--- src/include/tiling_defs.svh ---
`ifndef TILING_DEFS_SVH
`define TILING_DEFS_SVH

// mapping_param fields
`define tl_map_m_hi   25
`define tl_map_m_lo   16
`define tl_map_q_hi   8
`define tl_map_q_lo   6
`define tl_map_r_hi   5
`define tl_map_r_lo   3

// shape_param1 fields
`define tl_sh_pad_hi  28
`define tl_sh_pad_lo  26
`define tl_sh_u_hi    25
`define tl_sh_u_lo    24
`define tl_sh_r_hi    23
`define tl_sh_r_lo    22
`define tl_sh_s_hi    21
`define tl_sh_s_lo    20
`define tl_sh_c_hi    19
`define tl_sh_c_lo    10
`define tl_sh_m_hi    9
`define tl_sh_m_lo    0

// shape_param2 fields, unpadded plane size
`define tl_sh_w_hi    15
`define tl_sh_w_lo    8
`define tl_sh_h_hi    7
`define tl_sh_h_lo    0

`endif

--- src/logic/tiling_pkg.sv ---
package tiling_pkg;

    localparam int addr_width = 32;  // byte addresses on both memories
    localparam int word_width = 32;
    localparam int dim_width  = 16;  // sizes and loop indices

    // glb byte enables
    localparam logic [3:0] strobe_byte = 4'b0001;
    localparam logic [3:0] strobe_word = 4'b1111;

    // read/write pairs copy one element, the drain takes four steps per word
    typedef enum logic [3:0] {
        idle,
        ifmap_read,
        ifmap_write,
        filter_read,
        filter_write,
        bias_read,
        bias_write,
        opsum_read,
        opsum_wait,
        opsum_write,
        opsum_clear,
        pass_end
    } phase_t;

endpackage

--- src/logic/index_walker.sv ---
`timescale 1ns/1ps

module index_walker import tiling_pkg::*; (
    input  logic                 clk,
    input  logic                 rst,
    input  phase_t               phase,
    input  logic                 step,
    input  logic [dim_width-1:0] group_base,
    input  logic [dim_width-1:0] pad_w,
    input  logic [dim_width-1:0] pad_h,
    input  logic [dim_width-1:0] ch_group,
    input  logic [dim_width-1:0] num_filt,
    input  logic [dim_width-1:0] filt_h,
    input  logic [dim_width-1:0] filt_w,
    input  logic [dim_width-1:0] out_h,
    input  logic [dim_width-1:0] out_w,
    output logic [dim_width-1:0] row,
    output logic [dim_width-1:0] col,
    output logic [dim_width-1:0] ch,
    output logic [dim_width-1:0] filt,
    output logic                 last
);
    logic [dim_width-1:0] ch_off;  // channel within the group
    logic [dim_width-1:0] row_lim;
    logic [dim_width-1:0] col_lim;
    logic                 is_ifmap;
    logic                 is_filter;
    logic                 is_bias;
    logic                 is_opsum;
    logic                 ch_wrap;
    logic                 col_wrap;
    logic                 row_wrap;
    logic                 filt_wrap;

    assign is_ifmap  = phase inside {ifmap_read, ifmap_write};
    assign is_filter = phase inside {filter_read, filter_write};
    assign is_bias   = phase inside {bias_read, bias_write};
    assign is_opsum  = phase inside {opsum_read, opsum_wait, opsum_write, opsum_clear};

    always_comb begin
        row_lim = out_h;  // opsum plane unless loading
        col_lim = out_w;
        if (is_ifmap) begin
            row_lim = pad_h;
            col_lim = pad_w;
        end else if (is_filter) begin
            row_lim = filt_h;
            col_lim = filt_w;
        end
    end

    assign ch_wrap   = ch_off == ch_group - 1'b1;
    assign col_wrap  = col == col_lim - 1'b1;
    assign row_wrap  = row == row_lim - 1'b1;
    assign filt_wrap = filt == num_filt - 1'b1;

    always_comb begin
        last = 1'b0;
        if (is_ifmap)
            last = ch_wrap && col_wrap && row_wrap;
        else if (is_filter)
            last = ch_wrap && col_wrap && row_wrap && filt_wrap;
        else if (is_bias)
            last = filt_wrap;
        else if (is_opsum)
            last = filt_wrap && col_wrap && row_wrap;
    end

    // counters return to zero after the final element, ready for the next phase
    always_ff @(posedge clk or posedge rst) begin
        if (rst) begin
            row    <= '0;
            col    <= '0;
            ch_off <= '0;
            filt   <= '0;
        end else if (step) begin
            if (last) begin
                row    <= '0;
                col    <= '0;
                ch_off <= '0;
                filt   <= '0;
            end else if (is_bias) begin
                filt <= filt + 1'b1;
            end else if (is_opsum) begin
                if (!filt_wrap) begin
                    filt <= filt + 1'b1;  // filter innermost
                end else begin
                    filt <= '0;
                    if (!col_wrap) begin
                        col <= col + 1'b1;
                    end else begin
                        col <= '0;
                        row <= row + 1'b1;
                    end
                end
            end else if (!ch_wrap) begin
                ch_off <= ch_off + 1'b1;  // ifmap and filter, channel innermost
            end else begin
                ch_off <= '0;
                if (!col_wrap) begin
                    col <= col + 1'b1;
                end else begin
                    col <= '0;
                    if (!row_wrap) begin
                        row <= row + 1'b1;
                    end else begin
                        row  <= '0;
                        filt <= filt + 1'b1;  // only reached in the filter phase
                    end
                end
            end
        end
    end

    assign ch = group_base + ch_off;

endmodule

--- config.mk ---
export PLATFORM = sky130hd
export DESIGN_NAME = index_walker
export DESIGN_NICKNAME = d
export VERILOG_FILES = /design/src/include/tiling_defs.svh /design/src/logic/tiling_pkg.sv /design/src/logic/index_walker.sv
export SDC_FILE = /design/constraint.sdc
export NUM_CORES = 1
export LEC_CHECK = 0
export ABC_AREA = 1
export BUFFER_PORTS_ARGS = -buffer_cell sky130_fd_sc_hd__buf_2
export CORE_MARGIN = 2
export CORE_UTILIZATION = 49
export CTS_CLUSTER_SIZE = 40
export DETAILED_ROUTE_END_ITERATION = 16
export GPL_ROUTABILITY_DRIVEN = 0
export GPL_TIMING_DRIVEN = 0
export PLACE_DENSITY = 0.83
export SLEW_MARGIN = 0
export SYNTH_ARGS = -nofsm -noshare
export SYNTH_HDL_FRONTEND = slang
export SYNTH_SLANG_ARGS = --single-unit
--- constraint.sdc ---
create_clock -name clk -period 5.22 [get_ports clk]
set_input_delay 0.522 -clock clk [delete_from_list [all_inputs] [get_ports clk]]
set_output_delay 0.522 -clock clk [all_outputs]
set_load 0.005 [all_outputs]
**Word level (Yosys, flattened, before mapping)**

Cells that the tools add are included.
W data, S select, Z words.

- Flip-flop bits (word level): 64

- Add/subtract/negate cells: 9
- Eq/ne operators: 17
- Multiplexer cells: 33
- Reduce and logical (&&, ||, !) cells: 18

Operator list:

| operator | number |
|---|---|
| $mux W16 | 29 |
| $add A16 B1 Y16 const B | 4 |
| $eq A16 B16 Y1 | 4 |
| $sub A16 B1 Y16 const B | 4 |
| $add A16 B16 Y16 | 1 |
| $eq A4 B3 Y1 const B | 4 |
| $reduce_bool A4 Y1 | 4 |
| $eq A4 B4 Y1 const B | 3 |
| $eq A4 B2 Y1 const B | 2 |
| $reduce_and A4 Y1 | 2 |
| $reduce_bool A2 Y1 | 4 |
| $logic_and A1 B1 Y1 | 5 |
| $reduce_and A5 Y1 | 1 |
| $eq A4 B1 Y1 const B | 1 |
| $mux W1 | 4 |
| $ne A2 B2 Y1 const B | 2 |
| $ne A3 B2 Y1 const B | 1 |
| $reduce_and A3 Y1 | 1 |
| $reduce_bool A3 Y1 | 1 |

**Longest topological paths before layout**

- Depth after elaboration: 14
- Mapped depth: 32
- Gate-level depth less buffers: 31

**Least setup slack after synthesis**

Ideal clock, no wire load.

- Path kind: input port to output port
- Start point: input phase[0]
- End point: output last
- Arrival: 2.951 ns
- Required time: 4.698 ns
- Path slack: 1.747 ns
- Cell stages on the path: 22
- Cell sequence: nor2_2 nand2_4 buf_4 nand3b_1 nand3_1 nand2_1 inv_2 ha_1 xor2_1 nand2_1 nor2_1 nand2_1 a21oi_1 nand3_1 nor2_1 nand3_1 nor2_2 nand3_2 nand2_2 nand2_4 and2_1 inv_1

- Cells in the longest elaborated chain, start to end: 12
- Elaborated cells between the ends (all ways): 31
- Those cells by class: add/sub: 2; eq/ne: 12; mux: 8; reduce/logical: 9

Ends and longest elaborated chain:

| what | line | text |
|---|---|---|
| start: declaration | index_walker.sv:6 | `input phase_t phase,` |
| $eq A4 B2 Y1 or $eq A4 B3 Y1 (tied branches) | index_walker.sv:36 | `assign is_filter = phase inside {filter_read, filter_write};` |
| $reduce_bool A2 Y1 | index_walker.sv:36 |  |
| $mux W16 | index_walker.sv:46 | `end else if (is_filter) begin` |
| $mux W16 | index_walker.sv:43 | `if (is_ifmap) begin` |
| $sub A16 B1 Y16 | index_walker.sv:53 | `assign col_wrap = col == col_lim - 1'b1;` |
| $eq A16 B16 Y1 | index_walker.sv:53 |  |
| $logic_and A1 B1 Y1 (2 in series) | index_walker.sv:66 | `last = filt_wrap && col_wrap && row_wrap;` |
| $mux W1 | index_walker.sv:65 | `else if (is_opsum)` |
| $mux W1 | index_walker.sv:63 | `else if (is_bias)` |
| $mux W1 | index_walker.sv:61 | `else if (is_filter)` |
| $mux W1 * | index_walker.sv:59 | `if (is_ifmap)` |
| end: declaration | index_walker.sv:21 | `output logic last` |

Every way passes the cells marked *; elsewhere a longest branch is shown, timed or not.

**Worst setup path in the final report**

- Start point: input num_filt[0]
- End point: output last

- Cells in the longest elaborated chain, start to end: 8
- Elaborated cells between the ends (all ways): 9
- Those cells by class: add/sub: 1; eq/ne: 1; mux: 4; reduce/logical: 3

Ends and longest elaborated chain:

| what | line | text |
|---|---|---|
| start: declaration | index_walker.sv:12 | `input logic [dim_width-1:0] num_filt,` |
| $sub A16 B1 Y16 * | index_walker.sv:55 | `assign filt_wrap = filt == num_filt - 1'b1;` |
| $eq A16 B16 Y1 * | index_walker.sv:55 |  |
| $logic_and A1 B1 Y1 (2 in series) | index_walker.sv:66 |  |
| $mux W1 | index_walker.sv:65 |  |
| $mux W1 | index_walker.sv:63 |  |
| $mux W1 * | index_walker.sv:61 |  |
| $mux W1 * | index_walker.sv:59 |  |

Marks and branches as above.

==> out/qor.yml <==
sequentialPowerShare_pct: 26.7
utilization_pct: 59.2
crit_fanout: 9
final_common_cell: "nand2_1"
grt_setup_unrepaired: "no"
first_global_vias: 9354
rows: 49
hold_buffers: 0
num_io_pins: 216
grt_pass1_wl_mm: 44.4
fp.dieArea_mm2: 0.0193
cp.arrival_ns: 3.81
drt_wl_total_mm: 27.7
slew_violations: 0
overflow: 0
post-cts-setup-buffer-count: 0
insertion_delay_ns: 0.35
finalSetupViolations: 0
dpl.hpwl_mm: 22.5
syn_inst: 1533
wl_per_cell_um: 13.9
num_vias: 10500
cts_made_buffers: 9
clkPwrFrac_pct: 21.6
fin_crit_sh_pct: 83.1
skew_ns: 0.00784
routed_via_density: 5.28
layout_common_cells: "432 x nand2_1, 234 x inv_1, 228 x buf_2, 179 x nor2_1, 153 x nand3_1"
status: "completed"
fmax_ghz: 0.231
drive_above_1_share_pct: 19.4
p_sw_mw: 1.34
switching_share_pct: 45.2
fin_crit_ns: 4.34
finalSetupTns_ns: 0
drc_errors: 0
async_flop_share_pct: 100
htree_levels: 3
crit_path_cell_trace: "buf_2 > inv_1 > ha_1 > inv_1 > nor3_2 > nand3b_1 > nor3_1 > nand2_1 > xor2_1 > nand4_1 > nor4_1 > nor2_1 > nor3_2 > nand2_4 > and2_1 > inv_1 > buf_2"
areaGrowthSynthToFinish_pct: 18.8
slowest_delay_ns: 0.59
port_buffers: 215
cts.clk_slew.worst_paths_ns: 0.06
crit_buf_inv: 5
cts_tree: "built"
synth_warnings: 0
numClockSinks: 64
holdWs_ns: 0.350
p_int_mw: 1.63
syn-mean-instance-area_um2: 5.82
hold_viol_final: 0
cts_resized: 0
grt_max_degree: 65
synth-main-ff-cell: "dfrtp_1"
syn-num-nets: 1708
ant_nets: 0
slew_headroom_pct: 43.1
slowest_stage: "nor4_1"
root_buffer: "clkbuf_16"
synth_area_mm2: 0.00891
cap_viol_max_count: 0
yosys.area.top_type: "nand2_1"
die_w_um: 139
endpoint_kind: "output pin"
crit_type: "in2out"
p_comb_share_pct: 51.7
critPathTopFamily: "simple AND/OR/NAND/NOR gates"
coreArea_mm2: 0.0179
ys_ff_latch: 64
drtIter0Drc: 827
worst_pin_slew_ns: 0.854
drt-pass1-iter-count: 6
power_density_mw_per_mm2: 281
synth_edf_count: 0
initial_utilization_pct: 49.8
hold_class: "in2async"
crit_top_cell: "inv_1"
worstPathRequired_ns: 4.70
yosysTopAreaCellShare_pct: 18.2
yosys.cell_types.count: 48
nNetsFinal: 1934
yosys-top-cells-area: "nand2_1 18%, dfrtp_1 18%, inv_1 9.9%"
die_h_um: 139
clockBufferDepth: 2
grt_usage_pct: 27.8
power.leakage_nw: 5.63
antenna_found_initial: 4
ys_seq_area_share_pct: 18.0
vdd_drop_max_mv: 0.230
num-fill-cells: 1754
start_kind: "primary input"
-- metrics by stage --
stage | cells | power, mW | setup WS [ns] | area (µm²)
floorplan | 1533 | 1.82 | 1.75 | 8910
finish | 1996 | 2.97 | 0.884 | 10600
CTS | 1993 | 2.97 | 0.931 | 10600
global placement | 1977 | 2.27 | 0.950 | 10300
global route | 1995 | 3.22 | 0.505 | 10600
detailed placement | 1977 | 2.32 | 0.857 | 10300
-- final timing paths --
path                                 startpoint              endpoint  slack [ns]  cells past startpoint
min reg2reg                  row[6]$_DFFE_PP0P_    row[6]$_DFFE_PP0P_        0.55                      2
max in group asynchronous                   rst    row[9]$_DFFE_PP0P_        4.31                      2
min                                         rst  filt[15]$_DFFE_PP0P_        0.35                      2
max reg2reg                filt[15]$_DFFE_PP0P_    col[0]$_DFFE_PP0P_        2.05                     10
max                                 num_filt[0]                  last        0.88                     17
min in group clk             row[6]$_DFFE_PP0P_    row[6]$_DFFE_PP0P_        0.55                      2
-- power by group through the flow --
stage | logic, mW | clock network [mW] | registers, mW
2_1_floorplan | 1.07 | 0 | 0.745
3_3_place_gp | 1.48 | 0 | 0.793
3_5_place_dp | 1.52 | 0 | 0.797
4_1_cts | 1.53 | 0.648 | 0.789
5_1_grt | 1.74 | 0.668 | 0.810
6_report | 1.54 | 0.641 | 0.794
-- Yosys cell counts (14+ instances only) --
cell type / n
inv_2: 14
a21oi_1: 22
nand3b_1: 31
nand2_2: 17
nand2_1: 432
nand3_1: 153
dfrtp_1: 64
nor2_1: 179
o21ai_0: 41
inv_1: 235
nand4_1: 36
xnor2_1: 23
nor2_2: 21
nor3_1: 37
o21ai_1: 39
xor2_1: 68
ha_1: 23
-- state kept, by name (all words and copies together) (netlist names) --
name / flops
ch_off: 16
row: 16
filt: 16
col: 16
-- cell families after synthesis --
kind of cell / after synthesis / synth area share, %
AND/OR/NAND/NOR: 959 / 49.5
buffers and inverters: 280 / 12.8
flip-flops: 64 / 18.0
adder cells (fa/ha/maj): 24 / 3.45
AO/OA/AOI/OAI: 112 / 6.61
XOR/XNOR: 94 / 9.63
-- routing by layer --
metal  vias to the layer above  wire length (µm)  track usage [%]  part of all wire (%)
met1                      4693             12000             36.4                    43
met3                        62              2220             4.90                   8.0
met2                       463             12700             46.5                    46
met5                         -                13                0                 0.047
li1                       5316                 -                -                     -
met4                         2               790             9.30                   2.9
-- final cells by class --
| type | count | area (µm²) | area share (%) |
|---|---|---|---|
| Inverter | 252 | 951 | 8.98 |
| Timing Repair Buffer | 215 | 1080 | 10.2 |
| Antenna cell | 3 | 7.51 | 0.0709 |
| Tap cell | 229 | 287 | 2.70 |
| Clock inverter | 6 | 66.3 | 0.626 |
| Clock buffer | 10 | 239 | 2.26 |
| Buffer | 28 | 196 | 1.85 |
| Multi-Input combinational cell | 1189 | 6170 | 58.2 |
| Sequential cell | 64 | 1600 | 15.1 |
Note: power is estimated with default switching activity, not from simulation.
