--- config.mk ---
export PLATFORM = sky130hd
export DESIGN_NAME = tile_fsm
export DESIGN_NICKNAME = d
export VERILOG_FILES = /design/src/include/tiling_defs.svh /design/src/logic/tiling_pkg.sv /design/src/logic/tile_fsm.sv
export SDC_FILE = /design/constraint.sdc
export NUM_CORES = 1
export LEC_CHECK = 0
export BUFFER_PORTS_ARGS = -buffer_cell sky130_fd_sc_hd__buf_2
export CORE_AREA = 2 2 138 140
export CTS_CLUSTER_DIAMETER = 80
export CTS_CLUSTER_SIZE = 14
export DETAILED_ROUTE_END_ITERATION = 8
export DIE_AREA = 0 0 140 142
export PLACE_DENSITY = 0.77
export RECOVER_POWER = 25
export SLEW_MARGIN = 5
export SYNTH_ARGS = -nofsm -noshare
export SYNTH_HDL_FRONTEND = slang
export SYNTH_SLANG_ARGS = --single-unit
export TNS_END_PERCENT = 30
--- constraint.sdc ---
create_clock -name clk -period 4.2 [get_ports clk]
set_input_delay 0 -clock clk [delete_from_list [all_inputs] [get_ports clk]]
set_output_delay 0 -clock clk [all_outputs]
set_load 0.01 [all_outputs]
--- src/include/tiling_defs.svh ---
`ifndef TILING_DEFS_SVH
`define TILING_DEFS_SVH

// mapping_param fields
`define tl_map_m_hi   25
`define tl_map_m_lo   16
`define tl_map_q_hi   8
`define tl_map_q_lo   6
`define tl_map_r_hi   5
`define tl_map_r_lo   3

// shape_param1 fields
`define tl_sh_pad_hi  28
`define tl_sh_pad_lo  26
`define tl_sh_u_hi    25
`define tl_sh_u_lo    24
`define tl_sh_r_hi    23
`define tl_sh_r_lo    22
`define tl_sh_s_hi    21
`define tl_sh_s_lo    20
`define tl_sh_c_hi    19
`define tl_sh_c_lo    10
`define tl_sh_m_hi    9
`define tl_sh_m_lo    0

// shape_param2 fields, unpadded plane size
`define tl_sh_w_hi    15
`define tl_sh_w_lo    8
`define tl_sh_h_hi    7
`define tl_sh_h_lo    0

`endif

--- src/logic/tiling_pkg.sv ---
package tiling_pkg;

    localparam int addr_width = 32;  // byte addresses on both memories
    localparam int word_width = 32;
    localparam int dim_width  = 16;  // sizes and loop indices

    // glb byte enables
    localparam logic [3:0] strobe_byte = 4'b0001;
    localparam logic [3:0] strobe_word = 4'b1111;

    // read/write pairs copy one element, the drain takes four steps per word
    typedef enum logic [3:0] {
        idle,
        ifmap_read,
        ifmap_write,
        filter_read,
        filter_write,
        bias_read,
        bias_write,
        opsum_read,
        opsum_wait,
        opsum_write,
        opsum_clear,
        pass_end
    } phase_t;

endpackage

--- src/logic/tile_fsm.sv ---
`timescale 1ns/1ps

module tile_fsm import tiling_pkg::*; (
    input  logic                  clk,
    input  logic                  rst,
    input  logic                  start,
    input  logic                  last,
    input  logic [dim_width-1:0]  num_ch,
    input  logic [dim_width-1:0]  ch_group,
    input  logic [addr_width-1:0] dram_addr_next,
    input  logic [addr_width-1:0] glb_addr_next,
    input  logic [word_width-1:0] dram_r_data,
    input  logic [word_width-1:0] glb_r_data,
    output phase_t                phase,
    output logic                  step,
    output logic [dim_width-1:0]  group_base,
    output logic                  dram_we,
    output logic [addr_width-1:0] dram_addr,
    output logic [word_width-1:0] dram_w_data,
    output logic [3:0]            glb_re,
    output logic [addr_width-1:0] glb_r_addr,
    output logic [3:0]            glb_we,
    output logic [addr_width-1:0] glb_w_addr,
    output logic [word_width-1:0] glb_w_data,
    output logic                  finish,
    output logic                  done
);
    logic drain;       // every group loaded, next pass empties the opsums
    logic last_group;

    assign last_group = group_base + ch_group >= num_ch;
    assign step       = phase inside {ifmap_write, filter_write, bias_write, opsum_clear};
    assign finish     = phase == pass_end && !drain;
    assign done       = phase == pass_end && drain;

    always_ff @(posedge clk or posedge rst) begin
        if (rst) begin
            phase      <= idle;
            drain      <= 1'b0;
            group_base <= '0;
            dram_we    <= 1'b0;
            glb_re     <= '0;
            glb_we     <= '0;
        end else begin
            case (phase)
                idle: begin
                    if (start)
                        phase <= drain ? opsum_read : ifmap_read;
                end
                ifmap_read: begin
                    glb_we <= '0;  // drops the previous write
                    phase  <= ifmap_write;
                end
                ifmap_write: begin
                    glb_we <= strobe_byte;
                    phase  <= last ? filter_read : ifmap_read;
                end
                filter_read: begin
                    glb_we <= '0;
                    phase  <= filter_write;
                end
                filter_write: begin
                    glb_we <= strobe_byte;
                    phase  <= last ? bias_read : filter_read;
                end
                bias_read: begin
                    glb_we <= '0;
                    phase  <= bias_write;
                end
                bias_write: begin
                    glb_we <= strobe_word;
                    phase  <= last ? pass_end : bias_read;
                end
                opsum_read: begin
                    glb_we <= '0;
                    glb_re <= strobe_word;
                    phase  <= opsum_wait;
                end
                opsum_wait: begin
                    glb_re <= '0;  // data shows up next cycle
                    phase  <= opsum_write;
                end
                opsum_write: begin
                    dram_we <= 1'b1;
                    phase   <= opsum_clear;
                end
                opsum_clear: begin
                    dram_we <= 1'b0;
                    glb_we  <= strobe_word;  // zero the word just copied
                    phase   <= last ? pass_end : opsum_read;
                end
                pass_end: begin
                    glb_we <= '0;
                    phase  <= idle;
                    if (drain) begin
                        drain      <= 1'b0;
                        group_base <= '0;
                    end else if (last_group) begin
                        drain <= 1'b1;
                    end else begin
                        group_base <= group_base + ch_group;
                    end
                end
                default: phase <= idle;
            endcase
        end
    end

    always_ff @(posedge clk) begin
        case (phase)
            ifmap_read, filter_read, bias_read: dram_addr <= dram_addr_next;
            ifmap_write, filter_write, bias_write: begin
                glb_w_addr <= glb_addr_next;
                glb_w_data <= dram_r_data;  // byte strobe keeps only the low byte
            end
            opsum_read: glb_r_addr <= glb_addr_next;
            opsum_write: begin
                dram_addr   <= dram_addr_next;
                dram_w_data <= glb_r_data;
            end
            opsum_clear: begin
                glb_w_addr <= glb_addr_next;
                glb_w_data <= '0;
            end
            default: ;
        endcase
    end

endmodule

Word-level counts from Yosys, hierarchy flattened
Cells that the tools add are included. W data, S select, Z words.

Input bits: 164. Word-level logic and storage cells: 57. Register bits: 190.

$lt $le $gt $ge: 1. Add/sub/neg operators: 1. Reduce and logical (&&, ||, !) cells: 16. Muxes and demuxes: 15. Equal/unequal tests: 13.

Operators by type and width (number): $pmux W32 S2 (1); $pmux W4 S11 (1); $mux W16 (2); $add A16 B16 Y16 (1); $eq A4 B3 Y1 const B (4); $eq A4 B4 Y1 const B (4); $ge A16 B16 Y1 (1); $mux W4 (3); $pmux W4 S3 (1); $eq A4 B2 Y1 const B (2); $pmux W4 S2 (1); $reduce_or A4 Y1 (2); $mux W3 (2); $reduce_bool A2 Y1 (3); $reduce_or A5 Y1 (1); $eq A4 B1 Y1 const B (1); $logic_not A4 Y1 (1); $ne A2 B2 Y1 const B (2); $reduce_bool A4 Y1 (1); $reduce_or A2 Y1 (2); $reduce_bool A3 Y1 (1); $reduce_or A3 Y1 (1); $logic_and A1 B1 Y1 (2); $mux W1 (2); other kinds (4) (4).

Longest topological paths before layout
Gate-level depths: netlist (run 1).

Depth after elaboration: 4. Gate-level depth with buffers: 17. Depth with buffers taken out: 15.

Worst setup path after synthesis (run 1)
No wires, ideal clock.

Kind: register -> register. Start point: register phase[3]. End point: register glb_w_addr[0], enable pin. Cell stages (with the launch flop): 4. Path buffers: 2. Slack: 0.193 ns. Arrival time: 3.527 ns. Period minus slack after synthesis: 4.007 ns. Required time: 3.720 ns. Cell sequence: dfrtp_1 -> clkbuf_1 -> buf_1 -> a211oi_1.

Longest elaborated chain between the ends: 2. Elaborated cells between the ends (all ways): 5.

Ends and longest elaborated chain: from (decl) (line tile_fsm.sv:14) `output phase_t phase,`; from (signal assigned) (line tile_fsm.sv:38) `phase <= idle;`; from (signal assigned) (line tile_fsm.sv:48) `phase <= drain ? opsum_read : ifmap_read;`; from (signal assigned) (line tile_fsm.sv:52) `phase <= ifmap_write;`; $eq A4 B2 Y1 (tied with other cells) (line tile_fsm.sv:110) `case (phase)`; $reduce_or A4 Y1 (no source line) *; to (signal assigned) (line tile_fsm.sv:113) `glb_w_addr <= glb_addr_next;`; to (signal assigned) (line tile_fsm.sv:122) `glb_w_addr <= glb_addr_next;`; to (decl) (line tile_fsm.sv:23) `output logic [addr_width-1:0] glb_w_addr,`.

Every way passes the cells marked *; elsewhere a longest branch is shown, timed or not. A chain may end at the register's enable or synchronous reset.

Final worst setup path (run 1)
Start point: register group_base[12]. End point: register group_base[10].

Longest elaborated chain between the ends: 4.

Ends and longest elaborated chain: from (decl) (line tile_fsm.sv:16) `output logic [dim_width-1:0] group_base,`; from (signal assigned) (line tile_fsm.sv:101) `group_base <= group_base + ch_group;`; $add A16 B16 Y16 (line tile_fsm.sv:31) `assign last_group = group_base + ch_group >= num_ch;`; $ge A16 B16 Y1 (line tile_fsm.sv:31); $ne A2 B2 Y1 (no source line); $reduce_and A2 Y1 (no source line).

No other way between the ends.

==> results.md, run 1 <==
* CP top delay family: compound AO/OA/AOI/OAI gates
* Failing checks: DRC, capacitance limit, slew limit
* Placed insts at 1064
* Largest net degree at the start of global routing at 34
* CP Capture Type: flip-flop
* FP Rows at 50
* Commonest non-fill, non-tap cell in the layout: buf_2
* Leakage at between 4 and 5 nW
* Number of synthesis warnings at 0
* Initial drt markers at slightly below 400
* Net Sw Power at ~2.6 mW
* Worst-skew pair later-pin latency at 0.42 ns
* FMAX at 0.270 GHz
* WP buf/inv at 2
* Port bufs at 355
* Yosys cell types at 59
* Post-synth EDFFs at between 150 and 200
* ANT cells at 0
* I/O Pins at 356
* PD cells at about 630 nW/um^2
* Routed via count at just over 6000
* CTS max path bufs at 2
* Skew final at around 0.010 ns
* RD Place Congestion at approximately 0.95
* Overall die width at about 140 um
* Inserted Clock Buffers at 17
* Clk sinks at 185
* Critical-path maximum fanout at 16
* Hold Path Class: input pin to flip-flop
* Period utilization at 0.881
* Final setup violating endpoints at 0
* Syn_nets at 686
* Max Cap Violations at 1
* GRT overflow at 0
* Mean post-synth cell area at 15.4 um^2
* H-tree depth at 4
* Wirelength per Cell at 18.3 um
* Worst vdd ir at 0.000377 V
* Main synth FF type: edfxtp_1
* Crit-path cells: ha_1 -> a21o_1 -> a211oi_2 -> a21oi_1 -> a221o_1 -> a311oi_2 -> ha_1 -> nand4_1 -> inv_1 -> a221o_1 -> a211oi_2 -> o21ai_2 -> buf_4 -> a22o_1
* # nets final at 1177
* Final Util at 0.619
* Arr. time, crit path at approximately 4.0 ns
* Status: finished with violations
* Post-CTS Resized at 0
* Worst-path clk slew at 0.07 ns
* Core area at 18500 um^2
* CP max stage delay at 0.41 ns
* Ratio of cells with drive above 1 in the final layout at 0.376
* Synthesized area at 7530 um^2
* Cts-stage hold buffer count at approximately 130
* Post-route cell area at between 10000 and 15000 um^2
* Critical Path Source Type: flip-flop
* Min cycle time layout at 3.70 ns
* Post-CTS Setup Inserts at 0
* Starting Density at 0.408
* Layout Cells excl Fill at 1228
* Vias in the first global route at 6107
* All-Layer GR Usage at 0.221
* Initial antenna violation count at 0
* Flop pwr share at 0.419
* Internal at 4.60 mW
* Routed wire length at 22500 um
* TNS Setup at 0 ns
* Register area share after synthesis at 0.721
* Post-synth ARST share at 0.135
* Commonest cells after routing, fill and taps aside: 319 x buf_2, 160 x edfxtp_1, 132 x dlygate4sd3_1
* FF+latch count, synth at approximately 190
* Share of total power in the clock network at 0.225
* Syn Inst Count at 490
* DRC violation count after routing at 25
* Post-DP Area at about 9500 um^2
* CP max stage cell: dfrtp_1
* RSZ-0062 raised after global routing: false
* Final slew viol count at 26
* Critical Path RT at approximately 4.5 ns
* Post-route ant nets at 0
* Hold Vio Cnt, Final at 0
* Comb power frac at 0.357
* Clock root cell: clkbuf_16
* CTS tree: built
* Max_slew headroom at -0.132
* DRT Pass-1 Iters at 9
* Sw Share at 0.360
* Area Growth Syn to Fin at 51.6%
* Worst Tran Pin Value at 1.70 ns
* DIE HEIGHT at between 100 and 150 um
* Critical path type: flip-flop to flip-flop
* Die area at just under 20000 um^2
* Final HPWL DP at 14800 um
* First-pass GRT wire length at 33500 um
* Hold WS at between 0.15 and 0.2 ns
* Drt via density at 4.91
==> final cells by class <==
type	instances	area, um^2
clock buffer	18	429
clock inverter	14	171
fill	1395	7040
inverter	30	113
multi-input combinational	252	1870
sequential	185	5430
tap	234	293
timing repair buffer	495	3110
==> Yosys cell counts (all sizes together), types with 3 or more instances <==
cell type,n,area [um^2]
edfxtp,160,4800
nor2b,34,213
ha,31,388
inv,30,113
dfrtp,25,626
a21oi,22,114
nor2,20,75.1
nand2,17,63.8
o21ai,17,88.8
a22o,16,140
buf,13,109
clkbuf,10,38.8
nor3,9,45.0
xnor2,8,70.1
a211oi,6,55.1
a21o,6,46.3
a221oi,5,43.8
nand2b,5,38.8
nand3,5,25.0
and3,4,26.3
nand4,4,25.0
o211ai,4,30.0
o21a,4,30.0
xor2,4,35.0
a221o,3,30.0
and2,3,18.8
and4,3,30.0
==> metrics by stage <==
| stage | power, mW | setup slack (ns) |
|---|---|---|
| floorplan | 4.51 | 0.193 |
| global route | 7.57 | 0.226 |
| finish | 7.18 | 0.499 |
| global placement | 5.41 | 0.670 |
| detailed placement | 5.47 | 0.562 |
| CTS | 7.19 | 0.525 |
==> layer usage <==
metal,wire length [um],vias up,part of all wire,GRT usage
li1,-,2824,-,-
met1,8410,2879,0.37,0.255
met2,11800,285,0.52,0.396
met3,1530,45,0.068,0.0478
met4,742,0,0.033,0.0994
met5,0,-,0,0
==> final timing paths <==
| check | startpoint | to | slack, ns | depth (start not counted) |
|---|---|---|---|---|
| worst max register to register | group_base[12] | group_base[10] | 0.50 | 14 |
| worst max-delay path | group_base[12] | group_base[10] | 0.50 | 14 |
| min in group asynchronous | rst | group_base[1] | 0.75 | 4 |
| worst min register to register | dram_we | dram_we | 0.51 | 2 |
| worst min-delay path | ch_group[14] | group_base[14] | 0.18 | 4 |
| max in group asynchronous | rst | group_base[10] | 2.46 | 4 |
==> flip-flops by register name, summed over array words and instances (netlist names), 2 cells and up <==
register and cells:
glb_w_addr 32, group_base 16, glb_w_data 32, glb_we 2, glb_r_addr 32, dram_w_data 32
phase 4, dram_addr 32
==> worst min-delay path: cells and delay by family <==
family	cells	cell delay, ns
buffers and inverters	1	0.08
adders and majority gates	1	0.18
AOI/OAI and AO/OA	1	0.14
xor gates and xnor gates	1	0.17
==> cells by family (layout without fill, tap and decap cells) <==
group	count (synthesis)	after routing	synth area share
xor gates and xnor gates	12	12	0.0140
AOI/OAI and AO/OA	95	95	0.0926
buffers and inverters	53	557	0.0346
and+or+nand+nor	112	112	0.0823
DFF	185	185	0.721
muxes	1	1	0.00133
adders and majority gates	32	32	0.0542
==> power groups by stage <==
stage | registers [mW] | logic [mW] | clock network [mW]
floorplan | 3.26 | 1.25 | 0
global placement | 3.00 | 2.41 | 0
detailed placement | 3.03 | 2.45 | 0
CTS | 2.99 | 2.56 | 1.64
global route | 3.06 | 2.79 | 1.71
finish | 3.01 | 2.56 | 1.61
No activity file was read; power rests on OpenSTA's default activity.
==> run 2: changes to the inputs <==
Clock period 4.2 ns to 4.7 ns, I/O delays scaled along.
==> results.md, run 2 (same netlist as run 1, synthesis figures left out) <==
* Vias in the first global route at roughly 6000
* Critical Path RT at 5.06 ns
* DRC violation count after routing at 25
* Die area at between 15000 and 20000 um^2
* DIE HEIGHT at 142 um
* Ratio of cells with drive above 1 in the final layout at 0.376
* Final setup violating endpoints at 0
* CTS max path bufs at 2
* Hold Vio Cnt, Final at 0
* DRT Pass-1 Iters at 9
* Crit-path cells: ha_1 -> a21o_1 -> a211oi_2 -> a21oi_1 -> a221o_1 -> a311oi_2 -> ha_1 -> nand4_1 -> inv_1 -> a221o_1 -> a211oi_2 -> and2_1 -> a22o_1
* Worst-path clk slew at 0.08 ns
* Crit path launch: group_base[12]
* Failing checks: DRC, capacitance limit, slew limit
* Area Growth Syn to Fin at 51.2%
* Skew final at 0.0115 ns
* Multi-input gate area at 1870 um^2
* Commonest non-fill, non-tap cell in the layout: buf_2
* Placed insts at 1062
* Cts-stage hold buffer count at 132
* Starting Density at 0.408
* I/O Pins at 356
* Hold WS at 0.196 ns
* # nets final at 1175
* Hold Path Class: input pin to flip-flop
* PD cells at 561 nW/um^2
* Final slew viol count at 26
* Clk sinks at 185
* Largest net degree at the start of global routing at 34
* Critical Path Source Type: flip-flop
* Core area at 18500 um^2
* Critical-path maximum fanout at 16
* Fill count at ~1400
* Layout Cells excl Fill at 1226
* GRT overflow at 0
* Max Cap Violations at 1
* H-tree depth at 4
* Commonest cells after routing, fill and taps aside: 320 x buf_2, 160 x edfxtp_1, 132 x dlygate4sd3_1
* Inserted Clock Buffers at 17
* R2R cell count at 13
* Post-CTS Setup Inserts at 0
* RSZ-0062 raised after global routing: false
* CTS tree: built
* Arr. time, crit path at 4.28 ns
* FP Rows at 50
* ANT cells at 0
* Worst-skew pair later-pin latency at 0.43 ns
* Initial drt markers at 351
* Post-route ant nets at 0
* CP endpoint: group_base[2]
* Port bufs at around 360
* Period utilization at 0.833
* Worst vdd ir at 0.000271 V
* Worst Tran Pin Value at 1.68 ns
* First-pass GRT wire length at 34100 um
* Critical path type: flip-flop to flip-flop
* Min cycle time layout at 3.91 ns
* FF+latch area at ~5400 um^2
* All-Layer GR Usage at 0.226
* CP Capture Type: flip-flop
* Post-CTS Resized at 0
* Overall die width at between 100 and 150 um
* Drt via density at 4.93
* R2R Path End: group_base[2]
* Final Util at 0.617
* TNS Setup at 0 ns
* CP max stage delay at 0.63 ns
* Reg2reg start: group_base[12]
* Max_slew headroom at -0.118
* R2r setup slk at 0.79 ns
* Wirelength per Cell at 18.7 um
* Status: finished with violations
* Routed wire length at 22900 um
* Clock root cell: clkbuf_16
* Leakage at just under 5 nW
* Final HPWL DP at around 15000 um
* RD Place Congestion at 0.947
* CP max stage cell: and2_1
* FMAX at 0.255 GHz
* Initial antenna violation count at 0
* Routed via count at 6044
-- run 2: worst min-delay path by stage --
stage | start | to | cells after the start
floorplan | rst | drain | 1
global placement | rst | phase[1] | 3
detailed placement | rst | phase[3] | 3
CTS | ch_group[14] | group_base[14] | 4
global route | ch_group[14] | group_base[14] | 4
finish | ch_group[14] | group_base[14] | 4
-- run 2: critical path, delay by kind of cell (launching register included) --
kind / cells / cell delay (ns)
buffers and inverters: 1 / 0.05
AOI/OAI and AO/OA: 8 / 1.98
and+or+nand+nor: 2 / 0.78
adders and majority gates: 2 / 0.65
DFF: 1 / 0.40
-- run 2: power by group --
| part | switching (mW) | internal (mW) |
|---|---|---|
| sequential | 0.269 | 2.42 |
| clock | 0.698 | 0.714 |
| combinational | 1.37 | 0.918 |
-- run 2: area by class of cell --
class	instances	share of cell area
flip-flops and latches	185	0.477
repair buffers	493	0.272
multi-input cells	252	0.164
clock buffers	18	0.0377
well taps	234	0.0257
clock inverters	14	0.0135
inverters	30	0.00989
-- run 2: through the flow --
stage               power, mW  area, um^2  setup slack [ns]
floorplan                4.03        7530             0.693
global placement         4.83        9530             0.884
detailed placement       4.88        9530             0.835
CTS                      6.38       11400             0.798
global route             6.73       11400             0.413
finish                   6.39       11400             0.785
-- run 2: layer usage --
metal | GRT usage | wire, um
met2 | 0.418 | 12300
met4 | 0.0819 | 613
met5 | 0 | 0
met1 | 0.255 | 8540
met3 | 0.0555 | 1490
