==> config.mk <==
export PLATFORM = sky130hd
export DESIGN_NAME = shape_decode
export DESIGN_NICKNAME = d
export VERILOG_FILES = /design/src/logic/tiling_pkg.sv /design/src/logic/shape_decode.sv
export VERILOG_INCLUDE_DIRS = /design/src /design/src/include
export SDC_FILE = /design/constraint.sdc
export NUM_CORES = 1
export LEC_CHECK = 0
export ABC_CLOCK_PERIOD_IN_PS = 37500
export BUFFER_PORTS_ARGS = -buffer_cell sky130_fd_sc_hd__clkbuf_2
export CORE_ASPECT_RATIO = 1.4
export CORE_UTILIZATION = 50
export DETAILED_ROUTE_END_ITERATION = 10
export PLACE_DENSITY_LB_ADDON = 0.3
export SYNTH_ARGS = -nofsm -noshare
export SYNTH_HDL_FRONTEND = slang
export SYNTH_SLANG_ARGS = --single-unit
==> constraint.sdc <==
create_clock -name vclk -period 37.5
set_input_delay 3.75 -clock vclk [all_inputs]
set_output_delay 3.75 -clock vclk [all_outputs]
set_load 0.005 [all_outputs]
==> src/include/tiling_defs.svh <==
`ifndef TILING_DEFS_SVH
`define TILING_DEFS_SVH

// mapping_param fields
`define tl_map_m_hi   25
`define tl_map_m_lo   16
`define tl_map_q_hi   8
`define tl_map_q_lo   6
`define tl_map_r_hi   5
`define tl_map_r_lo   3

// shape_param1 fields
`define tl_sh_pad_hi  28
`define tl_sh_pad_lo  26
`define tl_sh_u_hi    25
`define tl_sh_u_lo    24
`define tl_sh_r_hi    23
`define tl_sh_r_lo    22
`define tl_sh_s_hi    21
`define tl_sh_s_lo    20
`define tl_sh_c_hi    19
`define tl_sh_c_lo    10
`define tl_sh_m_hi    9
`define tl_sh_m_lo    0

// shape_param2 fields, unpadded plane size
`define tl_sh_w_hi    15
`define tl_sh_w_lo    8
`define tl_sh_h_hi    7
`define tl_sh_h_lo    0

`endif

==> src/logic/tiling_pkg.sv <==
package tiling_pkg;

    localparam int addr_width = 32;  // byte addresses on both memories
    localparam int word_width = 32;
    localparam int dim_width  = 16;  // sizes and loop indices

    // glb byte enables
    localparam logic [3:0] strobe_byte = 4'b0001;
    localparam logic [3:0] strobe_word = 4'b1111;

    // read/write pairs copy one element, the drain takes four steps per word
    typedef enum logic [3:0] {
        idle,
        ifmap_read,
        ifmap_write,
        filter_read,
        filter_write,
        bias_read,
        bias_write,
        opsum_read,
        opsum_wait,
        opsum_write,
        opsum_clear,
        pass_end
    } phase_t;

endpackage

==> src/logic/shape_decode.sv <==
`timescale 1ns/1ps

`include "tiling_defs.svh"

module shape_decode import tiling_pkg::*; (
    input  logic [31:0]          mapping_param,
    input  logic [31:0]          shape_param1,
    input  logic [31:0]          shape_param2,
    output logic [dim_width-1:0] pad_w,
    output logic [dim_width-1:0] pad_h,
    output logic [dim_width-1:0] ch_group,
    output logic [dim_width-1:0] num_ch,
    output logic [dim_width-1:0] num_filt,
    output logic [dim_width-1:0] filt_h,
    output logic [dim_width-1:0] filt_w,
    output logic [dim_width-1:0] out_h,
    output logic [dim_width-1:0] out_w
);
    logic [dim_width-1:0] q;
    logic [dim_width-1:0] r;
    logic [dim_width-1:0] pad;
    logic [dim_width-1:0] stride;
    logic [dim_width-1:0] in_w;  // unpadded
    logic [dim_width-1:0] in_h;

    always_comb begin
        q        = dim_width'(mapping_param[`tl_map_q_hi:`tl_map_q_lo]);
        r        = dim_width'(mapping_param[`tl_map_r_hi:`tl_map_r_lo]);
        pad      = dim_width'(shape_param1[`tl_sh_pad_hi:`tl_sh_pad_lo]);
        stride   = dim_width'(shape_param1[`tl_sh_u_hi:`tl_sh_u_lo]);
        filt_h   = dim_width'(shape_param1[`tl_sh_r_hi:`tl_sh_r_lo]);
        filt_w   = dim_width'(shape_param1[`tl_sh_s_hi:`tl_sh_s_lo]);
        num_ch   = dim_width'(shape_param1[`tl_sh_c_hi:`tl_sh_c_lo]);
        num_filt = dim_width'(shape_param1[`tl_sh_m_hi:`tl_sh_m_lo]);
        in_w     = dim_width'(shape_param2[`tl_sh_w_hi:`tl_sh_w_lo]);
        in_h     = dim_width'(shape_param2[`tl_sh_h_hi:`tl_sh_h_lo]);

        ch_group = q * r;
        pad_w    = in_w + (pad << 1);
        pad_h    = in_h + (pad << 1);
        // padded size minus filter equals in - filt + 2*pad
        out_w    = (pad_w - filt_w) / stride + 1'b1;
        out_h    = (pad_h - filt_h) / stride + 1'b1;
    end

endmodule

## After elaboration in Yosys (flattened, before gate mapping)

Cells that the tools add are included.

| word-level totals | value |
|---|---|
| bits in registers | 0 |
| input bits | 96 |
| output and inout bits | 144 |
| logic and storage cells | 9 |

| cells by class | value |
|---|---|
| add/sub/neg operators | 6 |
| multipliers | 1 |
| div/mod/pow operators | 2 |

Operator list:

| kind | count |
|---|---|
| adder 16 x 1 -> 16 bit (second input constant) | 2 |
| divider 16 x 2 -> 16 bit | 2 |
| subtractor 9 x 2 -> 10 bit | 2 |
| adder 8 x 4 -> 9 bit | 2 |
| multiplier 3 x 3 -> 6 bit | 1 |

## Depth between registers and ports, before layout

Gate-level depths: netlist of the first run.

| logic depth | value |
|---|---|
| depth in word-level cells | 4 |
| gate-level depth with buffers | 144 |
| gate-level depth less buffers | 135 |

## Worst setup path after synthesis of the first run

OpenSTA, ideal clock, no wires.

| timing | value |
|---|---|
| path kind | input port to output port |
| start | in shape_param1[26] |
| end | out out_h[10] |
| arrival time | 32.167 ns |
| data required time | 33.750 ns |
| setup slack | 1.583 ns |
| stages | 139 |
| path buffers | 13 |
| cells stage by stage | ha_1 -> inv_1 -> fa_1 -> nor2b_1 -> o211ai_1 -> and2_1 -> clkbuf_1 -> nand3_1 -> nor2_1 -> inv_1 -> ha_1 -> nand2_1 -> nor4b_1 -> nand2_1 -> or4_1 -> a31oi_1 -> ha_1 -> o21a_1 -> (+103 left out) -> o21ai_0 -> nand2b_1 -> buf_4 -> nor2_1 -> o21a_1 -> nor4b_2 -> nand4_1 -> nor2_1 -> a21oi_1 -> ha_1 -> a21oi_1 -> and3_1 -> o21ai_1 -> or4_1 -> ha_1 -> nand3_1 -> nor4_1 -> xnor2_1 |

| between the ends | value |
|---|---|
| cells in the longest elaborated chain, start to end | 4 |

Ends and longest elaborated chain:

| what | line | text |
|---|---|---|
| start, declared | shape_decode.sv:7 | `input logic [31:0] shape_param1,` |
| adder 8 x 4 -> 9 bit | shape_decode.sv:40 | `pad_h = in_h + (pad << 1);` |
| subtractor 9 x 2 -> 10 bit | shape_decode.sv:43 | `out_h = (pad_h - filt_h) / stride + 1'b1;` |
| divider 16 x 2 -> 16 bit | shape_decode.sv:43 |  |
| adder 16 x 1 -> 16 bit | shape_decode.sv:43 |  |
| end, declared | shape_decode.sv:16 | `output logic [dim_width-1:0] out_h,` |

Every way passes these cells.

## Worst setup path in the final report of the first run

| timing | value |
|---|---|
| start | in shape_param1[26] |
| end | out out_w[14] |

| between the ends | value |
|---|---|
| cells in the longest elaborated chain, start to end | 4 |

Ends and longest elaborated chain:

| what | line | text |
|---|---|---|
| adder 8 x 4 -> 9 bit | shape_decode.sv:39 | `pad_w = in_w + (pad << 1);` |
| subtractor 9 x 2 -> 10 bit | shape_decode.sv:42 | `out_w = (pad_w - filt_w) / stride + 1'b1;` |
| divider 16 x 2 -> 16 bit | shape_decode.sv:42 |  |
| adder 16 x 1 -> 16 bit | shape_decode.sv:42 |  |
| end, declared | shape_decode.sv:17 | `output logic [dim_width-1:0] out_w` |

Every way passes these cells.

==> impl_metrics.py, run 1 <==
metrics = {
    "place": {
        "place_hpwl_um": 33100,
        "portBuffers": 91,
        "post_dp_cell_area_um2": 13200,
        "finalWeightedCongestion": 0.995,
    },
    "cells_and_area": {
        "fin_util_pct": 57.6,
        "design_area_um2": 13500,
        "fillCellCount": 2363,
        "clkbuf_count": 0,
        "drive_gt1_share_pct": 19.7,
        "seq_cells": 0,
        "areaGrowthSynthToFinish_pct": 12.0,
        "regArea_um2": 0,
        "nNetsFinal": 2170,
        "antenna_cells": 0,
    },
    "min_path": {
        "hp-start": "shape_param1[10]",
        "hp-class": "in2out",
    },
    "sta": {
        "tightest_slew_ps": 802,
        "hold_viol": 0,
        "relSlewSlack_pct": 46.2,
        "drv_slew": 0,
        "setup_viol": 0,
        "min_period_ps": 35760,
        "fin_crit_sh_pct": 95.4,
        "fmax_mhz": 28.0,
    },
    "power": {
        "switchingPower_uw": 738,
        "internal-power_uw": 484,
        "clkPwrFrac_pct": 0,
        "ir_drop_uv": 46.8,
        "p_leak_nw": 5.78,
        "pwr_density_cell_nw_per_um2": 90.8,
        "p_sw_share_pct": 60.4,
        "pwr-share-seq_pct": 0,
        "p_comb_share_pct": 100.0,
    },
    "floorplanning": {
        "fp.dieW_um": 133,
        "fp.coreArea_um2": 23400,
        "dieArea_um2": 24700,
        "start_util_pct": 51.4,
        "io_pins": 240,
        "chipHeight_um": 185,
        "rows": 66,
    },
    "critical_path": {
        "critPathArrivalTime_ps": 32010,
        "critPathSlowestCell": "or4_4",
        "startpoint": "shape_param1[26]",
        "cp_data_required_time_ps": 33750,
        "crit_path_max_incr_delay_ps": 580,
        "crit_fanout": 13,
        "crit_top_cell": "ha_1",
        "crit_path_end_kind": "primary output",
        "path_class": "in2out",
        "startpoint_type": "input pin",
    },
    "synthesis": {
        "synth.distinct_cells": 114,
        "ys.warnings.count": 0,
        "synth_area_leader_cell": "ha_1",
        "yosysMostFrequentCell": "nor2_1",
        "synth_common_cells": "nor2_1 (209), nand2_1 (135), a21oi_1 (97), nor3_1 (97), buf_4 (96)",
        "syn_inst": 1822,
        "synth_area_um2": 12000,
        "netlist.area_leader.share_pct": 8.86,
        "synthTopCellsByArea": "ha_1 (8.9%), nor2_1 (6.5%), buf_4 (6.0%)",
        "syn_area_per_cell_um2": 6.59,
        "yosysSeqAreaShare_pct": 0,
    },
    "global_route": {
        "met1_usage_pct": 35.1,
        "first_global_vias": 13609,
        "gr-total-overflow": 0,
        "grtUsageMet2_pct": 57.6,
        "grt_pass1_wl_um": 63900,
        "top_usage_layer": "met2",
        "grt_max_degree": 36,
        "antenna_found_initial": 0,
        "grt_use_met3_pct": 2.27,
        "grtUsageTotal_pct": 31.0,
    },
    "detailed_routing": {
        "routed_wl_um": 40100,
        "via_per_inst": 6.47,
        "drc_errors": 0,
        "ant_nets": 0,
        "vias": 14802,
        "dr.pass1.iters": 6,
        "drt_iter0_drc": 1160,
        "wl_per_cell_um": 17.6,
    },
    "clock_network": {
        "holdBufCountCts": 0,
    },
    "flow_run": {
        "max-cap-violations": 0,
    },
    "outcome": {
        "status": "finished clean",
    },
}
==> power groups by stage <==
stage	combinational [mW]	clock (mW)	sequential (mW)
6_report	1.22	0	0
3_5_place_dp	1.18	0	0
2_1_floorplan	0.860	0	0
3_3_place_gp	1.16	0	0
4_1_cts	1.18	0	0
5_1_grt	1.34	0	0
==> final cells by class <==
cell class | count | area, um2 | share of cell area (%)
Multi-Input combinational cell | 1669 | 11200 | 83.5
Inverter | 74 | 278 | 2.06
Tap cell | 306 | 383 | 2.85
Timing Repair Buffer | 238 | 1560 | 11.6
==> timing repair <==
item,4_1_cts,5_1_grt
setup buffers,0,3
endpoints found under the setup margin,0,32
gates resized for setup,0,43
==> critical path, delay by kind of cell <==
kind            cells  cell delay (ps)
compound gates     47             7940
fa+ha+maj          18             5230
mux                 5             1480
buf+inv             8             1010
xor+xnor            2              480
simple gates       51            12080
==> logic make-up after synthesis <==
| family | count (synthesis) | synth area share [%] |
|---|---|---|
| AND/OR/NAND/NOR | 815 | 36.0 |
| AO/OA/AOI/OAI | 574 | 34.2 |
| buffers and inverters | 216 | 9.95 |
| adder cells (fa/ha/maj) | 94 | 10.1 |
| XOR/XNOR | 86 | 6.57 |
| multiplexers | 36 | 3.16 |
| other | 1 | 0.0312 |
==> worst paths after layout <==
| check | endpoint | depth (start not counted) |
|---|---|---|
| worst max-delay path | out_w[14] | 131 |
| worst min-delay path | num_ch[0] | 0 |
==> per-stage QoR <==
step | hold WS, ps | power [mW] | setup slack [ps] | TNS (ps) | instances
finish | 7500 | 1.22 | 1740 | 0 | 2287
global route | 7500 | 1.34 | -79.3 | -89.2 | 2287
CTS | 7500 | 1.18 | 248 | 0 | 2284
detailed placement | 7500 | 1.18 | 378 | 0 | 2284
global placement | 7500 | 1.16 | 800 | 0 | 2284
floorplan | 7580 | 0.860 | 1580 | 0 | 1885
==> metal layers <==
layer,up-vias,wire length (um)
met4,0,2110
met5,-,0
met2,644,20000
li1,7088,-
met1,6895,15800
met3,175,2270
==> placed cells by master (no fill, tap or decap), drive strengths merged, types with 15 or more instances in the layout <==
cell type	instances
clkbuf	91
o22ai	16
o211ai	41
o21ai	105
or2	52
o21a	46
and2	37
nor2	209
or3	25
nor3	103
xnor2	66
inv	74
ha	85
and3	23
nor2b	16
xor2	19
a211oi	30
o31ai	20
nand4	25
a21o	20
nand3	69
a21oi	98
nand2	137
conb	64
nand2b	23
mux2i	21
buf	147
nor4	28
mux2	15
a31oi	31
(Power assumes the default switching activity.)
==> run 2: changes to the inputs <==
CORE_MARGIN = 8   (was not set)
==> run 2 against run 1 <==
  * Sequential share of layout area unchanged
  * Clock-buffer cell count unchanged
  * Global-route usage decreased by 4.4 points
  * Non-clock buffer count grew 33
  * Worst hold slack unchanged
  * Highest routed layer unchanged
  * Fmax up 0.37%
  * Final cell count is 1.6% higher
  * Utilization hardly changed
  * Power up 4.3%
==> impl_metrics.py, run 2 (same netlist as run 1, synthesis figures left out) <==
metrics = {
    "outcome": {
        "status": "finished clean",
    },
    "cells_and_area": {
        "fin_util_pct": 57.6,
        "fillCellCount": 2402,
        "regArea_um2": 0,
        "multi_input_area_um2": 11200,
        "antenna_cells": 0,
        "drive_gt1_share_pct": 21.1,
        "areaGrowthSynthToFinish_pct": 14.1,
        "seq_cells": 0,
        "clkbuf_count": 0,
        "final_cell_mix": "nor2_1 (199), buf_4 (180), nand2_1 (132)",
        "final_common_cell": "nor2_1",
        "nNetsFinal": 2203,
    },
    "sta": {
        "fin_crit_sh_pct": 95.0,
        "drv_slew": 0,
        "tightest_slew_ps": 908,
        "min_period_ps": 35630,
        "hold_viol": 0,
        "setup_viol": 0,
        "relSlewSlack_pct": 39.4,
        "fmax_mhz": 28.1,
    },
    "critical_path": {
        "path_class": "in2out",
        "crit_path_end_kind": "primary output",
        "critPathArrivalTime_ps": 31880,
        "startpoint_type": "input pin",
        "crit_path_max_incr_delay_ps": 600,
        "crit_buf_inv": 11,
        "crit_top_cell": "ha_1",
        "crit_fanout": 13,
        "critPathSlowestCell": "or4_4",
        "cp_top_family": "simple AND/OR/NAND/NOR gates",
        "cp_data_required_time_ps": 33750,
    },
    "power": {
        "switchingPower_uw": 755,
        "ir_drop_uv": 57.7,
        "clkPwrFrac_pct": 0,
        "p_total_mw": 1.27,
        "pwr_density_cell_nw_per_um2": 92.9,
        "p_sw_share_pct": 59.3,
        "p_comb_share_pct": 100.0,
        "pwr-share-seq_pct": 0,
        "p_leak_nw": 5.94,
        "internal-power_uw": 519,
    },
    "place": {
        "portBuffers": 91,
        "place_hpwl_um": 34900,
        "finalWeightedCongestion": 0.994,
    },
    "global_route": {
        "first_global_vias": 14237,
        "grt_max_degree": 36,
        "gr-total-overflow": 0,
        "grt_pass1_wl_um": 67300,
        "grtUsageTotal_pct": 26.7,
        "antenna_found_initial": 0,
    },
    "floorplanning": {
        "fp.dieW_um": 147,
        "io_pins": 240,
        "chipHeight_um": 199,
        "rows": 67,
        "start_util_pct": 50.4,
        "fp.coreArea_um2": 23800,
        "dieArea_um2": 29300,
    },
    "detailed_routing": {
        "routed_wl_um": 41900,
        "drt_iter0_drc": 1159,
        "ant_nets": 0,
        "wl_per_cell_um": 18.0,
        "dr.pass1.iters": 7,
        "vias": 14841,
        "drc_errors": 0,
        "via_per_inst": 6.39,
    },
    "min_path": {
        "hp-class": "in2out",
    },
    "clock_network": {
        "holdBufCountCts": 0,
        "post-cts-setup-buffers": 0,
        "cts_resized": 0,
    },
    "flow_run": {
        "max-cap-violations": 0,
    },
}
-- run 2: cell types whose count changed in the layout (fill, tap and decap cells not counted), sizes merged --
cell | previous run | this run
buf | 147 | 180
-- run 2: worst paths after layout --
kind                        startpoint        end  slack [ps]  cells past startpoint
worst max-delay path  shape_param1[26]   out_w[8]        1870                    136
worst min-delay path  shape_param1[10]  num_ch[0]        7500                      0
-- run 2: area by class of cell --
| cell class | count | area share (%) |
|---|---|---|
| inverter | 74 | 2.03 |
| multi-input combinational | 1669 | 82.0 |
| timing repair buffer | 271 | 13.2 |
| tap | 310 | 2.83 |
-- run 2: layer usage --
metal	global-route usage, %	part of all wire [%]
met2	50.6	51
met4	11.7	4.5
met3	1.97	5.8
met1	29.9	39
met5	0	0
-- run 2: per-stage QoR --
stage | hold slack [ps] | setup slack, ps | TNS [ps] | std cells | instance area [um2]
after floorplan | 7580 | 1580 | 0 | 1885 | 12200
after global placement | 7500 | 1120 | 0 | 2324 | 13500
after detailed placement | 7500 | 605 | 0 | 2324 | 13500
after CTS | 7500 | 486 | 0 | 2324 | 13500
after global routing | 7500 | -65.1 | -65.6 | 2324 | 13700
final | 7500 | 1870 | 0 | 2324 | 13700
-- run 2: power by group through the flow --
stage	Sequential [mW]	Clock [mW]	Combinational, mW
4_1_cts	0	0	1.24
3_3_place_gp	0	0	1.21
5_1_grt	0	0	1.39
6_report	0	0	1.27
3_5_place_dp	0	0	1.23
2_1_floorplan	0	0	0.860
==> run 3: changes to the inputs <==
REMOVE_ABC_BUFFERS = 1   (was not set)
==> run 3 against run 2 <==
  * Fmax down 0.46%
  * Power down 6.7%
  * Setup slack worse by 170 ps
  * Largest power group unchanged
==> impl_metrics.py, run 3 (same netlist as run 1, synthesis figures left out) <==
metrics = {
    "critical_path": {
        "startpoint_type": "input pin",
        "cp_top_family": "simple AND/OR/NAND/NOR gates",
        "path_class": "in2out",
        "crit_buf_inv": 9,
        "crit_path_max_incr_delay_ps": 600,
        "cp_data_required_time_ps": 33750,
        "critPathSlowestCell": "or4_1",
        "crit_fanout": 13,
        "critPathArrivalTime_ps": 32040,
        "crit_top_cell": "ha_1",
        "crit_path_end_kind": "primary output",
    },
    "detailed_routing": {
        "drc_errors": 0,
        "drt_iter0_drc": 1051,
        "top_layer": "met5",
        "dr_wl_met2_um": 20300,
        "dr.pass1.iters": 8,
        "dr_wl_met3_um": 2520,
        "vias": 14484,
        "wl_met1_um": 15900,
        "wl_per_cell_um": 17.8,
        "ant_nets": 0,
        "routed_wl_um": 40500,
        "via_per_inst": 6.38,
    },
    "sta": {
        "setup_viol": 0,
        "fmax_mhz": 27.9,
        "tightest_slew_ps": 1100,
        "fin_crit_sh_pct": 95.4,
        "min_period_ps": 35790,
        "relSlewSlack_pct": 26.0,
        "holdWs_ps": 7500,
        "hold_viol": 0,
        "drv_slew": 0,
    },
    "power": {
        "switchingPower_uw": 726,
        "clkPwrFrac_pct": 0,
        "internal-power_uw": 463,
        "pwr-share-seq_pct": 0,
        "p_comb_share_pct": 100.0,
        "ir_drop_uv": 50.2,
        "p_total_mw": 1.19,
        "pwr_density_cell_nw_per_um2": 89.8,
        "p_sw_share_pct": 61.1,
        "p_leak_nw": 5.67,
    },
    "global_route": {
        "antenna_found_initial": 1,
        "grt_pass1_wl_um": 65000,
        "grtUsageTotal_pct": 25.9,
        "gr-total-overflow": 0,
        "first_global_vias": 13810,
        "grt_max_degree": 35,
    },
    "cells_and_area": {
        "clkbuf_count": 0,
        "nNetsFinal": 2149,
        "antenna_cells": 0,
        "final_common_cell": "nor2_1",
        "final_cell_mix": "nor2_1 (202), nand2_1 (134), buf_4 (126)",
        "regArea_um2": 0,
        "drive_gt1_share_pct": 18.5,
        "areaGrowthSynthToFinish_pct": 10.3,
        "seq_cells": 0,
    },
    "outcome": {
        "status": "finished clean",
    },
    "place": {
        "portBuffers": 91,
        "place_hpwl_um": 33800,
        "finalWeightedCongestion": 1.02,
    },
    "flow_run": {
        "max-cap-violations": 0,
    },
    "floorplanning": {
        "dieArea_um2": 29300,
        "chipHeight_um": 199,
        "start_util_pct": 50.4,
        "fp.coreArea_um2": 23800,
        "rows": 67,
        "fp.dieW_um": 147,
        "io_pins": 240,
    },
    "clock_network": {
        "holdBufCountCts": 0,
    },
    "min_path": {
        "hp-class": "in2out",
    },
}
==> run 3: changes by cell type in the layout (fill, tap and decap cells not counted), moves of 2 or more <==
cell	previous run	this run
buf_4	180	126
nor2_1	199	202
nor2_2	8	5
nand2_1	132	134
nand2_2	5	3
==> run 3: path summary, 6_finish.rpt <==
| kind | startpoint | endpoint | depth (start not counted) |
|---|---|---|---|
| setup / recovery | shape_param1[26] | out_w[12] | 133 |
| hold / removal | shape_param1[18] | num_ch[8] | 0 |
==> run 3: power groups by stage <==
stage | combinational (mW) | sequential [mW] | clock, mW
3_3_place_gp | 1.13 | 0 | 0
3_5_place_dp | 1.15 | 0 | 0
6_report | 1.19 | 0 | 0
4_1_cts | 1.16 | 0 | 0
2_1_floorplan | 0.839 | 0 | 0
5_1_grt | 1.30 | 0 | 0
==> run 3: what timing repair did <==
item                                    in CTS  in global routing
endpoints found under the setup margin       0                 32
hold endpoints to repair                     0                  0
gates resized for setup                      0                 34
setup buffers                                0                  0
==> run 3: layer usage <==
layer,up-vias,global-route usage [%]
li1,7049,-
met1,6724,28.0
met2,584,49.2
met3,125,3.29
met4,2,11.4
met5,-,1.03
==> run 3: area by class of cell <==
type	instances	area, um2
multi-input combinational	1669	11200
fill	2401	10600
timing repair buffer	217	1400
tap	310	388
inverter	74	278
==> run 3: stage by stage <==
step	instances	TNS (ps)	utilization, %	setup WS [ps]	instance area, um2
6_report	2270	0	55.6	1710	13200
5_1_grt	2270	-87.4	55.6	-49.6	13200
4_1_cts	2270	0	55.1	436	13100
3_5_place_dp	2270	0	55.1	624	13100
3_3_place_gp	2270	0	55.1	944	13100
2_1_floorplan	1743	0	-	1190	11300
